--- src/verilog/tts_cfg.svh ---
/* raster constants assume a 640x480 mode with the clock running at the pixel rate;
   tile grid is 16x12 tiles of 40 screen pixels */
`ifndef TTS_CFG_SVH
`define TTS_CFG_SVH

// horizontal raster, in pixel clocks
`define H_ACTIVE 640
`define H_FRONT 16
`define H_SYNC 96
`define H_TOTAL 800

// vertical raster, in lines
`define V_ACTIVE 480
`define V_FRONT 10
`define V_SYNC 2
`define V_TOTAL 525

// each sprite pixel covers 5x5 screen pixels
`define UPSCALE 5
`define TILE_PIX 8
`define TILE_LEN (`TILE_PIX * `UPSCALE)

// entity slots, the last two drawn upside down
`define ENTITY_SLOTS 9
`define FLIP_FIRST 8

// id marking an unused slot
`define ID_UNUSED 4'hF

// code shown when no entity covers the pixel
`define CODE_NONE 9'h1FF

`endif

--- src/verilog/tts_pkg.sv ---
/* entity word layout: id[13:10], orientation[9:8], tile row[7:4], tile column[3:0] */
package tts_pkg;

    // host entity word, id 15 marks the slot unused
    typedef logic [13:0] entity_t;

    // pixel counter value, wide enough for the 800 clock line
    typedef logic [9:0] coord_t;

    // slot index, 0..8 stand for entities 1..9
    typedef logic [3:0] slot_t;

    // {sprite row[8:6], id[5:2], orientation[1:0]}, all ones when empty
    typedef logic [8:0] entity_code_t;

    // frame controller states
    typedef enum logic [1:0] {
        ST_WAIT,
        ST_DRAW,
        ST_COMMIT
    } frame_state_t;

endpackage

--- src/verilog/scan_timer.sv ---
/* counters start at 0,0 on the first cycle after reset; sync levels are active low
   and all decoded outputs are registered in step with the counts */
`include "tts_cfg.svh"

module scan_timer import tts_pkg::*; (
    input  logic   clk,
    input  logic   rst,
    output coord_t h_count,
    output coord_t v_count,
    output logic   hsync,
    output logic   vsync,
    output logic   active,
    output logic   vblank_start
);

    localparam coord_t H_LAST = coord_t'(`H_TOTAL - 1);
    localparam coord_t V_LAST = coord_t'(`V_TOTAL - 1);
    // sync windows, first line/pixel in and first one out
    localparam coord_t HS_START = coord_t'(`H_ACTIVE + `H_FRONT);
    localparam coord_t HS_END = coord_t'(`H_ACTIVE + `H_FRONT + `H_SYNC);
    localparam coord_t VS_START = coord_t'(`V_ACTIVE + `V_FRONT);
    localparam coord_t VS_END = coord_t'(`V_ACTIVE + `V_FRONT + `V_SYNC);

    coord_t h_next;
    coord_t v_next;

    // line counter carries into the frame counter at end of line
    always_comb begin
        h_next = h_count + coord_t'(1);
        v_next = v_count;
        if (h_count == H_LAST) begin
            h_next = '0;
            if (v_count == V_LAST) begin
                v_next = '0;
            end else begin
                v_next = v_count + coord_t'(1);
            end
        end
    end

    // decode from the next counts so the registered flags match the counts
    always_ff @(posedge clk) begin
        if (rst) begin
            h_count <= '0;
            v_count <= '0;
            hsync <= 1'b1;
            vsync <= 1'b1;
            // 0,0 lies in the visible area
            active <= 1'b1;
            vblank_start <= 1'b0;
        end else begin
            h_count <= h_next;
            v_count <= v_next;
            hsync <= !(h_next >= HS_START && h_next < HS_END);
            vsync <= !(v_next >= VS_START && v_next < VS_END);
            active <= (h_next < coord_t'(`H_ACTIVE)) && (v_next < coord_t'(`V_ACTIVE));
            // first clock of the first blank line
            vblank_start <= (h_next == '0) && (v_next == coord_t'(`V_ACTIVE));
        end
    end

endmodule

--- src/verilog/frame_ctrl.sv ---
/* display stays dark until the first commit; commit fires one cycle after each
   vblank_start, so the live table only changes during blanking */
module frame_ctrl import tts_pkg::*; (
    input  logic clk,
    input  logic rst,
    input  logic vblank_start,
    output logic commit,
    output logic display_en
);

    frame_state_t state;
    frame_state_t state_next;

    always_comb begin
        state_next = state;
        case (state)
            // nothing shown until a whole table has been copied
            ST_WAIT: begin
                if (vblank_start) begin
                    state_next = ST_COMMIT;
                end
            end
            // single cycle, then back to drawing
            ST_COMMIT: begin
                state_next = ST_DRAW;
            end
            ST_DRAW: begin
                if (vblank_start) begin
                    state_next = ST_COMMIT;
                end
            end
            default: begin
                state_next = ST_WAIT;
            end
        endcase
    end

    always_ff @(posedge clk) begin
        if (rst) begin
            state <= ST_WAIT;
            display_en <= 1'b0;
        end else begin
            state <= state_next;
            // latches on after the first commit and stays on
            if (state == ST_COMMIT) begin
                display_en <= 1'b1;
            end
        end
    end

    // one pulse per pass through the commit state
    assign commit = (state == ST_COMMIT);

endmodule

--- src/verilog/entity_table.sv ---
/* writes to slots 9..15 are dropped; a write on a commit edge lands in the shadow
   table only and reaches the live table at the following commit */
`include "tts_cfg.svh"

module entity_table import tts_pkg::*; (
    input  logic    clk,
    input  logic    rst,
    input  logic    wr_en,
    input  logic    commit,
    input  slot_t   wr_slot,
    input  entity_t wr_entity,
    output entity_t live_1,
    output entity_t live_2,
    output entity_t live_3,
    output entity_t live_4,
    output entity_t live_5,
    output entity_t live_6,
    output entity_t live_7,
    output entity_t live_8,
    output entity_t live_9
);

    // unused id with zero orientation and location
    localparam entity_t ENTITY_EMPTY = {`ID_UNUSED, 10'd0};

    entity_t shadow [`ENTITY_SLOTS];
    entity_t live [`ENTITY_SLOTS];

    always_ff @(posedge clk) begin
        if (rst) begin
            for (int i = 0; i < `ENTITY_SLOTS; i++) begin
                shadow[i] <= ENTITY_EMPTY;
                live[i] <= ENTITY_EMPTY;
            end
        end else begin
            // host side, always accepted
            if (wr_en && wr_slot < slot_t'(`ENTITY_SLOTS)) begin
                shadow[wr_slot] <= wr_entity;
            end
            // whole table swaps at once, sees the shadow from before this edge
            if (commit) begin
                live <= shadow;
            end
        end
    end

    assign live_1 = live[0];
    assign live_2 = live[1];
    assign live_3 = live[2];
    assign live_4 = live[3];
    assign live_5 = live[4];
    assign live_6 = live[5];
    assign live_7 = live[6];
    assign live_8 = live[7];
    assign live_9 = live[8];

endmodule

--- src/verilog/entity_detector.sv ---
/* one cycle of latency on every output; slot 1 wins any overlap and the last two
   slots show their rows mirrored top to bottom */
`include "tts_cfg.svh"

module entity_detector import tts_pkg::*; (
    input  logic         clk,
    input  logic         rst,
    input  logic         active,
    input  logic         display_en,
    input  logic         hsync,
    input  logic         vsync,
    input  coord_t       h_count,
    input  coord_t       v_count,
    input  entity_t      live_1,
    input  entity_t      live_2,
    input  entity_t      live_3,
    input  entity_t      live_4,
    input  entity_t      live_5,
    input  entity_t      live_6,
    input  entity_t      live_7,
    input  entity_t      live_8,
    input  entity_t      live_9,
    output coord_t       pixel_x,
    output coord_t       pixel_y,
    output logic         hsync_out,
    output logic         vsync_out,
    output logic         de,
    output entity_code_t entity_code
);

    entity_t slots [`ENTITY_SLOTS];
    coord_t h_tile;
    coord_t v_tile;
    coord_t v_offset;
    logic [2:0] row;
    entity_code_t pick;
    logic de_next;

    // slot index 0 is entity 1
    assign slots[0] = live_1;
    assign slots[1] = live_2;
    assign slots[2] = live_3;
    assign slots[3] = live_4;
    assign slots[4] = live_5;
    assign slots[5] = live_6;
    assign slots[6] = live_7;
    assign slots[7] = live_8;
    assign slots[8] = live_9;

    // tiles sit on a fixed 40 pixel grid, so one tile index serves every slot
    assign h_tile = h_count / coord_t'(`TILE_LEN);
    assign v_tile = v_count / coord_t'(`TILE_LEN);
    assign v_offset = v_count % coord_t'(`TILE_LEN);
    // sprite row inside the tile, 0..7
    assign row = 3'(v_offset / coord_t'(`UPSCALE));

    // same as column*40 <= h < column*40+40 and likewise for the row
    function automatic logic slot_hit(entity_t ent, coord_t ht, coord_t vt);
        slot_hit = (ent[13:10] != `ID_UNUSED)
            && (ht == coord_t'(ent[3:0]))
            && (vt == coord_t'(ent[7:4]));
    endfunction

    // scan from the lowest priority up so slot 1 is written last
    always_comb begin
        logic [2:0] row_sel;
        pick = `CODE_NONE;
        for (int i = `ENTITY_SLOTS - 1; i >= 0; i--) begin
            // bit inversion gives 7 - row for the flipped slots
            row_sel = (i >= `FLIP_FIRST - 1) ? ~row : row;
            if (slot_hit(slots[i], h_tile, v_tile)) begin
                pick = {row_sel, slots[i][13:10], slots[i][9:8]};
            end
        end
    end

    // blanked area and the dark period after reset both show no entity
    assign de_next = active & display_en;

    always_ff @(posedge clk) begin
        if (rst) begin
            pixel_x <= '0;
            pixel_y <= '0;
            hsync_out <= 1'b1;
            vsync_out <= 1'b1;
            de <= 1'b0;
            entity_code <= `CODE_NONE;
        end else begin
            // timing travels with the code so they stay aligned
            pixel_x <= h_count;
            pixel_y <= v_count;
            hsync_out <= hsync;
            vsync_out <= vsync;
            de <= de_next;
            entity_code <= de_next ? pick : `CODE_NONE;
        end
    end

endmodule

--- src/verilog/tts_top.sv ---
/* clk is the pixel clock; host writes show up on screen only after the next
   vertical blank */
module tts_top import tts_pkg::*; (
    input  logic         clk,
    input  logic         rst,
    input  logic         wr_en,
    input  slot_t        wr_slot,
    input  entity_t      wr_entity,
    output coord_t       pixel_x,
    output coord_t       pixel_y,
    output logic         hsync_out,
    output logic         vsync_out,
    output logic         de,
    output entity_code_t entity_code
);

    // raster timing
    coord_t h_count;
    coord_t v_count;
    logic hsync;
    logic vsync;
    logic active;
    logic vblank_start;

    // frame control
    logic commit;
    logic display_en;

    // live table into the detector
    entity_t live_1;
    entity_t live_2;
    entity_t live_3;
    entity_t live_4;
    entity_t live_5;
    entity_t live_6;
    entity_t live_7;
    entity_t live_8;
    entity_t live_9;

    scan_timer u_timer (
        .clk          (clk),
        .rst          (rst),
        .h_count      (h_count),
        .v_count      (v_count),
        .hsync        (hsync),
        .vsync        (vsync),
        .active       (active),
        .vblank_start (vblank_start)
    );

    frame_ctrl u_ctrl (
        .clk          (clk),
        .rst          (rst),
        .vblank_start (vblank_start),
        .commit       (commit),
        .display_en   (display_en)
    );

    entity_table u_table (
        .clk       (clk),
        .rst       (rst),
        .wr_en     (wr_en),
        .commit    (commit),
        .wr_slot   (wr_slot),
        .wr_entity (wr_entity),
        .live_1    (live_1),
        .live_2    (live_2),
        .live_3    (live_3),
        .live_4    (live_4),
        .live_5    (live_5),
        .live_6    (live_6),
        .live_7    (live_7),
        .live_8    (live_8),
        .live_9    (live_9)
    );

    entity_detector u_detector (
        .clk         (clk),
        .rst         (rst),
        .active      (active),
        .display_en  (display_en),
        .hsync       (hsync),
        .vsync       (vsync),
        .h_count     (h_count),
        .v_count     (v_count),
        .live_1      (live_1),
        .live_2      (live_2),
        .live_3      (live_3),
        .live_4      (live_4),
        .live_5      (live_5),
        .live_6      (live_6),
        .live_7      (live_7),
        .live_8      (live_8),
        .live_9      (live_9),
        .pixel_x     (pixel_x),
        .pixel_y     (pixel_y),
        .hsync_out   (hsync_out),
        .vsync_out   (vsync_out),
        .de          (de),
        .entity_code (entity_code)
    );

endmodule

--- config.mk ---
export PLATFORM = sky130hd
export DESIGN_NAME = tts_top
export DESIGN_NICKNAME = d
export VERILOG_FILES = /design/src/verilog/tts_pkg.sv /design/src/verilog/scan_timer.sv /design/src/verilog/frame_ctrl.sv /design/src/verilog/entity_table.sv /design/src/verilog/entity_detector.sv /design/src/verilog/tts_top.sv
export VERILOG_INCLUDE_DIRS = /design/src /design/src/verilog
export SDC_FILE = /design/constraint.sdc
export NUM_CORES = 1
export LEC_CHECK = 0
export BUFFER_PORTS_ARGS = -buffer_cell sky130_fd_sc_hd__buf_2
export CORE_MARGIN = 3
export CORE_UTILIZATION = 45
export CTS_CLUSTER_DIAMETER = 60
export CTS_CLUSTER_SIZE = 8
export DETAILED_ROUTE_END_ITERATION = 7
export MAX_ROUTING_LAYER = met4
export SETUP_SLACK_MARGIN = 0.2
export SYNTH_ARGS = -nofsm -noshare
export SYNTH_HDL_FRONTEND = slang
export SYNTH_SLANG_ARGS = --single-unit
--- constraint.sdc ---
create_clock -name clk -period 9.14 [get_ports clk]
set_input_delay 0.457 -clock clk [delete_from_list [all_inputs] [get_ports clk]]
set_output_delay 0.457 -clock clk [all_outputs]
set_load 0.01 [all_outputs]
**After elaboration in Yosys (flattened, before gate mapping)**

Cells that the tools add are included.

- Bits in registers: 311
- Bits in latches: 0
- RAM bits: 0
- Bits in read-only memories: 0
- Input bits: 21
- Output and inout bits: 32
- Word-level logic and storage cells: 131
- Memories kept: 0

- Add/sub/neg operators: 2
- Multiply operators: 0
- Div/mod/pow operators: 4
- $lt $le $gt $ge: 9
- Equality and inequality tests: 33
- Shift operators: 0
- Mux-type cells: 17
- Bitwise logic cells: 4
- Reductions and logical operators: 30

Operator list:

| operator | count |
|---|---|
| $eq 10x4->1 | 18 |
| $bwmux 126 | 1 |
| $mux 9 | 9 |
| $demux 14 s4 | 1 |
| $ne 4x4->1 const B | 9 |
| $mux 10 | 3 |
| $logic_and 1x1->1 | 24 |
| $add 10x1->10 const B | 2 |
| $div 10x6->10 const B | 2 |
| $eq 10x10->1 const B | 2 |
| $lt 10x10->1 const B | 2 |
| $lt 10x9->1 const B | 2 |
| $mux 14 | 1 |
| $div 10x3->10 const B | 1 |
| $eq 10x9->1 const B | 1 |
| $ge 10x10->1 const B | 1 |
| $ge 10x9->1 const B | 1 |
| $logic_not 10->1 | 1 |
| $mod 10x6->10 const B | 1 |
| $ge 5x5->1 const B | 1 |
| $lt 5x1->1 const B | 1 |
| $not 4->5 | 1 |
| $lt 4x4->1 const B | 1 |
| $pmux 2 s2 | 1 |
| 10 further kinds | 12 |

**Longest topological paths before layout**

- Depth in word-level cells: 13
- Gate-level depth with buffers: 17
- Mapped depth without buffers: 14

**Cells and area by module**

A second synthesis with hierarchy kept.

- Cell total of the unflattened synthesis: 1607
- Area total of the unflattened synthesis: 15185.8 um2

By module, submodules not included:

| module | times used | cells each | area each (um2) | seq. area each (um2) |
|---|---|---|---|---|
| entity_table | 1 | 852 | 9245.1 | 5044.8 |
| entity_detector | 1 | 556 | 4377.9 | 640.6 |
| scan_timer | 1 | 189 | 1457.6 | 480.5 |
| frame_ctrl | 1 | 10 | 105.1 | 60.1 |

**Least setup slack after synthesis**

OpenSTA, ideal clock, no wires.

- Kind: flip-flop to flip-flop
- From: reg u_timer.v_count[8]
- To: reg u_detector.entity_code[6]
- Setup time: 127 ps
- Arrival time: 3470 ps
- Required time: 9013 ps
- Slack: 5543 ps
- Cell stages (with the launch flop): 18
- Buffers on the path: 3
- Period minus slack after synthesis: 3597 ps
- Cell sequence: dfxtp_1 buf_2 buf_6 buf_4 or3b_1 o211ai_1 a221oi_1 o311ai_0 and2_1 o221ai_2 mux2_2 ha_1 and2_1 a221oi_1 a21oi_1 mux2i_1 o211a_1 o21ai_1

- Cells in the longest elaborated chain, start to end: 12
- Elaborated cells between the ends (all ways): 31
- Those cells by class: div (3); eq/ne (9); mux (9); bitwise (1); reduce/logical (9)

Ends and longest elaborated chain:

| item | line | source |
|---|---|---|
| start, declared | scan_timer.sv:9 | `output coord_t v_count,` |
| start signal, assigned | scan_timer.sv:53 | `v_count <= v_next;` |
| $mod 10x6->10 / $div 10x6->10 (equally long branches) | entity_detector.sv:53, entity_detector.sv:52 |  |
| $div 10x3->10 / $eq 10x4->1 (equally long branches) | entity_detector.sv:55, entity_detector.sv:61 |  |
| $not 3->3 / $logic_and 1x1->1 (equally long branches) | entity_detector.sv:70, entity_detector.sv:59 |  |
| $mux 9 (8 in series) | entity_detector.sv:71 | `if (slot_hit(slots[i], h_tile, v_tile)) begin` |
| $mux 9 * | entity_detector.sv:71 |  |
| end signal, assigned | entity_detector.sv:87 | `` entity_code <= `CODE_NONE; `` |
| end signal, assigned | entity_detector.sv:95 | `` entity_code <= de_next ? pick : `CODE_NONE; `` |
| end, declared | entity_detector.sv:28 | `output entity_code_t entity_code` |

Mark *: on every way between the ends. The rest lies on a longest branch, timed or not.
A chain may end at the register's enable or synchronous reset.

**Final worst setup path**

Same ends and word-level chain as after synthesis.

==> impl_metrics.csv <==
group,metric,value,unit
sta,slew_headroom,0.269,
run,drv_cap,0,
pwr,p_leak,5.69,nW
global_routing,grt_max_degree,131,
sta,fin_ws,4620,ps
cells_and_area,fin_nets,1797,
floorplan,initial_core_util,0.461,
cells_and_area,final_cell_mix,"549 x nand2_1, 311 x dfxtp_1, 202 x a21oi_1",
floorplan,die_h,184,um
placed_design,numPortBuffers,52,
clock_tree,path_clk_slew,50,ps
sta,setup_viol,0,
placed_design,hpwl,25.3,mm
floorplan,ioPinCount,53,
clock_tree,insertion_delay,530,ps
floorplan,rows,64,
clock_tree,cts_sinks,311,
global_routing,grt_pass1_vias,11000,
sta,skew,12.7,ps
clock_tree,clock_path_buffers,3,
synth,synth_top_cell_by_area,"dfxtp_1",
clock_tree,cts_root_buf,"clkbuf_16",
detailed_routing,drt-total-wl,38.9,mm
synth,synth_top_area_share,0.438,
placed_design,placed_area,14400,um2
synth,ys_top_cells_by_area,"dfxtp_1 44%, nand2_1 15%, a21oi_1 7.1%",
sta,finalMaxSlewViolations,0,
cells_and_area,final_core_util,0.506,
global_routing,antenna_found_initial,0,
synth,syn_avg_cell_area,7.89,um2
cells_and_area,diodes,0,
min_path,min_path_type,"in2reg",
detailed_routing,num_vias,12000,
setup_path,criticalPathCategory,"reg2reg",
floorplan,die_x,184,um
placed_design,globalplace.congestion,0.883,
pwr,netSwitchingFraction,0.217,
synth,yosys_register_bits,311,
floorplan,core-area,30800,um2
detailed_routing,drt_pre_antenna_iters,5,
synth,yosys_most_used_dff,"dfxtp_1",
synth,syn_area,14200,um2
setup_path,cp_slowest_cell,"dfxtp_1",
setup_path,critical_path_arrival,4930,ps
synth,synthArstFlopShare,0,
pwr,p_switching,0.000626,W
cells_and_area,final_common_cell,"nand2_1",
synth,syn-num-nets,1828,
setup_path,crit_path_start_kind,"flip-flop",
pwr,power.density,185,nW/um2
placed_design,dp_cells,2118,
floorplan,die_area,33700,um2
cells_and_area,fin_area,15600,um2
synth,yosysSeqAreaShare,0.438,
sta,fmax,221,MHz
setup_path,cp.required,9550,ps
cells_and_area,post_route_cells_drive_above_1_share,0.0948,
pwr,p_int,0.00226,W
setup_path,cp_slowest_stage_delay,1040,ps
clock_tree,cts.htree.levels,2,
setup_path,crit_path_end_kind,"flip-flop",
cells_and_area,synthToLayoutAreaGrowth,9.88,%
clock_tree,postCtsSetupRepairBufs,0,
pwr,vdd_drop_max,0.130,mV
outcome,run_status,"finished clean",
synth,ys_types,97,
sta,tightest_slew,1090,ps
sta,timing.final.crit_period,4520,ps
clock_tree,post_cts_resized,0,
cells_and_area,fin_cells,2169,
sta,period_share,0.495,
synth,yosys_warnings,0,
clock_tree,hold_buffers,0,
sta,hold_viol_final,0,
clock_tree,cts_buffers,45,
sta,rsz0062_at_grt,"false",
sta,tns,0,ps
global_routing,globalRouteTotalUtil,0.235,
pwr,comb_power_share,0.025,
detailed_routing,detail_route.wl_per_cell,17.9,um
detailed_routing,drt_iter0_drc,1017,
detailed_routing,ant_nets,0,
global_routing,gr-total-overflow,0,
clock_tree,cts_tree,"yes",
setup_path,crit_chain,"nand2b_1, xnor2_1, a221oi_1, nand4_1, and2_1, o221ai_2, mux2_2, ha_1, and2_1, a221oi_1, a21oi_1, mux2i_1, o211a_1, o21ai_1",
synth,synthCells,1800,
detailed_routing,drc,0,
synth,synth-edff-count,0,
detailed_routing,vias_per_cell,5.54,
setup_path,critPathMaxFanout,33,
pwr,p_clk_frac,0.498,
placed_design,pre_cts_ws,4670,ps
global_routing,grt_pass1_wl,61.6,mm
pwr,p_seq_frac,0.477,
registers in the layout, summed over array words and instances, names as in the netlist, 2 cells and up:
signal and flops:
u_ctrl.state 2, u_timer.v_count 10, u_table.live_4 14, u_table.live_9 14, u_detector.pixel_y 10, u_table.live_7 14
u_detector.pixel_x 10, u_table.shadow 126, u_detector.entity_code 9, u_timer.h_count 10, u_table.live_1 14, u_table.live_8 14
u_table.live_2 14, u_table.live_5 14, u_table.live_3 14, u_table.live_6 14
through the flow:
step | total power [W] | hold slack [ps]
2_1_floorplan | 0.00145 | 389
3_3_place_gp | 0.00147 | 393
3_5_place_dp | 0.00147 | 401
4_1_cts | 0.00292 | 270
5_1_grt | 0.00298 | 279
6_report | 0.00289 | 293
synth_stat cells, types with 15 or more instances:
master	n
nor2b_1	21
nand4_1	27
nand3b_1	80
xor2_1	17
dfxtp_1	311
nor3_1	26
clkbuf_1	106
xnor2_1	65
a21oi_1	202
o21ai_0	20
nand2_1	549
nand3_1	15
nor2_1	67
inv_1	17
cell type report:
type,instances,area (um2)
Clock inverter,4,27.5
Fill cell,3019,15200
Clock buffer,47,1140
Inverter,19,71.3
Multi-Input combinational cell,1326,7270
Sequential cell,311,6230
Timing Repair Buffer,66,374
Tap cell,396,495
cell families after synthesis:
| kind of cell | Yosys count | share of synthesized area |
|---|---|---|
| AOI/OAI and AO/OA | 346 | 0.155 |
| xor gates and xnor gates | 84 | 0.0536 |
| adders and majority gates | 7 | 0.00616 |
| buffers and inverters | 163 | 0.0524 |
| DFF | 311 | 0.438 |
| muxes | 7 | 0.00555 |
| and+or+nand+nor | 882 | 0.289 |
power by group through the flow:
stage	combinational, W	sequential (W)	clock [W]
floorplan	0.0000484	0.00140	0
CTS	0.0000729	0.00137	0.00147
global route	0.0000798	0.00137	0.00152
detailed placement	0.0000727	0.00140	0
global placement	0.0000724	0.00140	0
finish	0.0000728	0.00138	0.00144
routing by layer:
| metal | wire [um] | vias to the layer above | track usage |
|---|---|---|---|
| met1 | 17900 | 5649 | 0.310 |
| met3 | 1860 | 86 | 0.0340 |
| met4 | 1090 | 0 | 0.0759 |
| li1 | - | 5964 | - |
| met2 | 18100 | 324 | 0.374 |
| met5 | 0 | - | - |
worst max-delay path, delay by kind of cell (launching register included):
kind            cells  cell delay (ps)
xor+xnor            1              220
flops               1             1040
simple gates        4             1000
fa+ha+maj           1              180
mux                 2              590
compound gates      6             1370
path summary, 6_finish.rpt:
path,from,end,slack [ps],cells past startpoint
worst min register to register,u_timer.vsync,u_detector.vsync_out,410,1
worst max-delay path,u_timer.v_count[8],u_detector.entity_code[6],4620,14
worst min-delay path,wr_entity[4],u_table.shadow[32],290,3
worst max register to register,u_timer.v_count[8],u_detector.entity_code[6],4620,14
No activity file was read; power rests on OpenSTA's default activity.
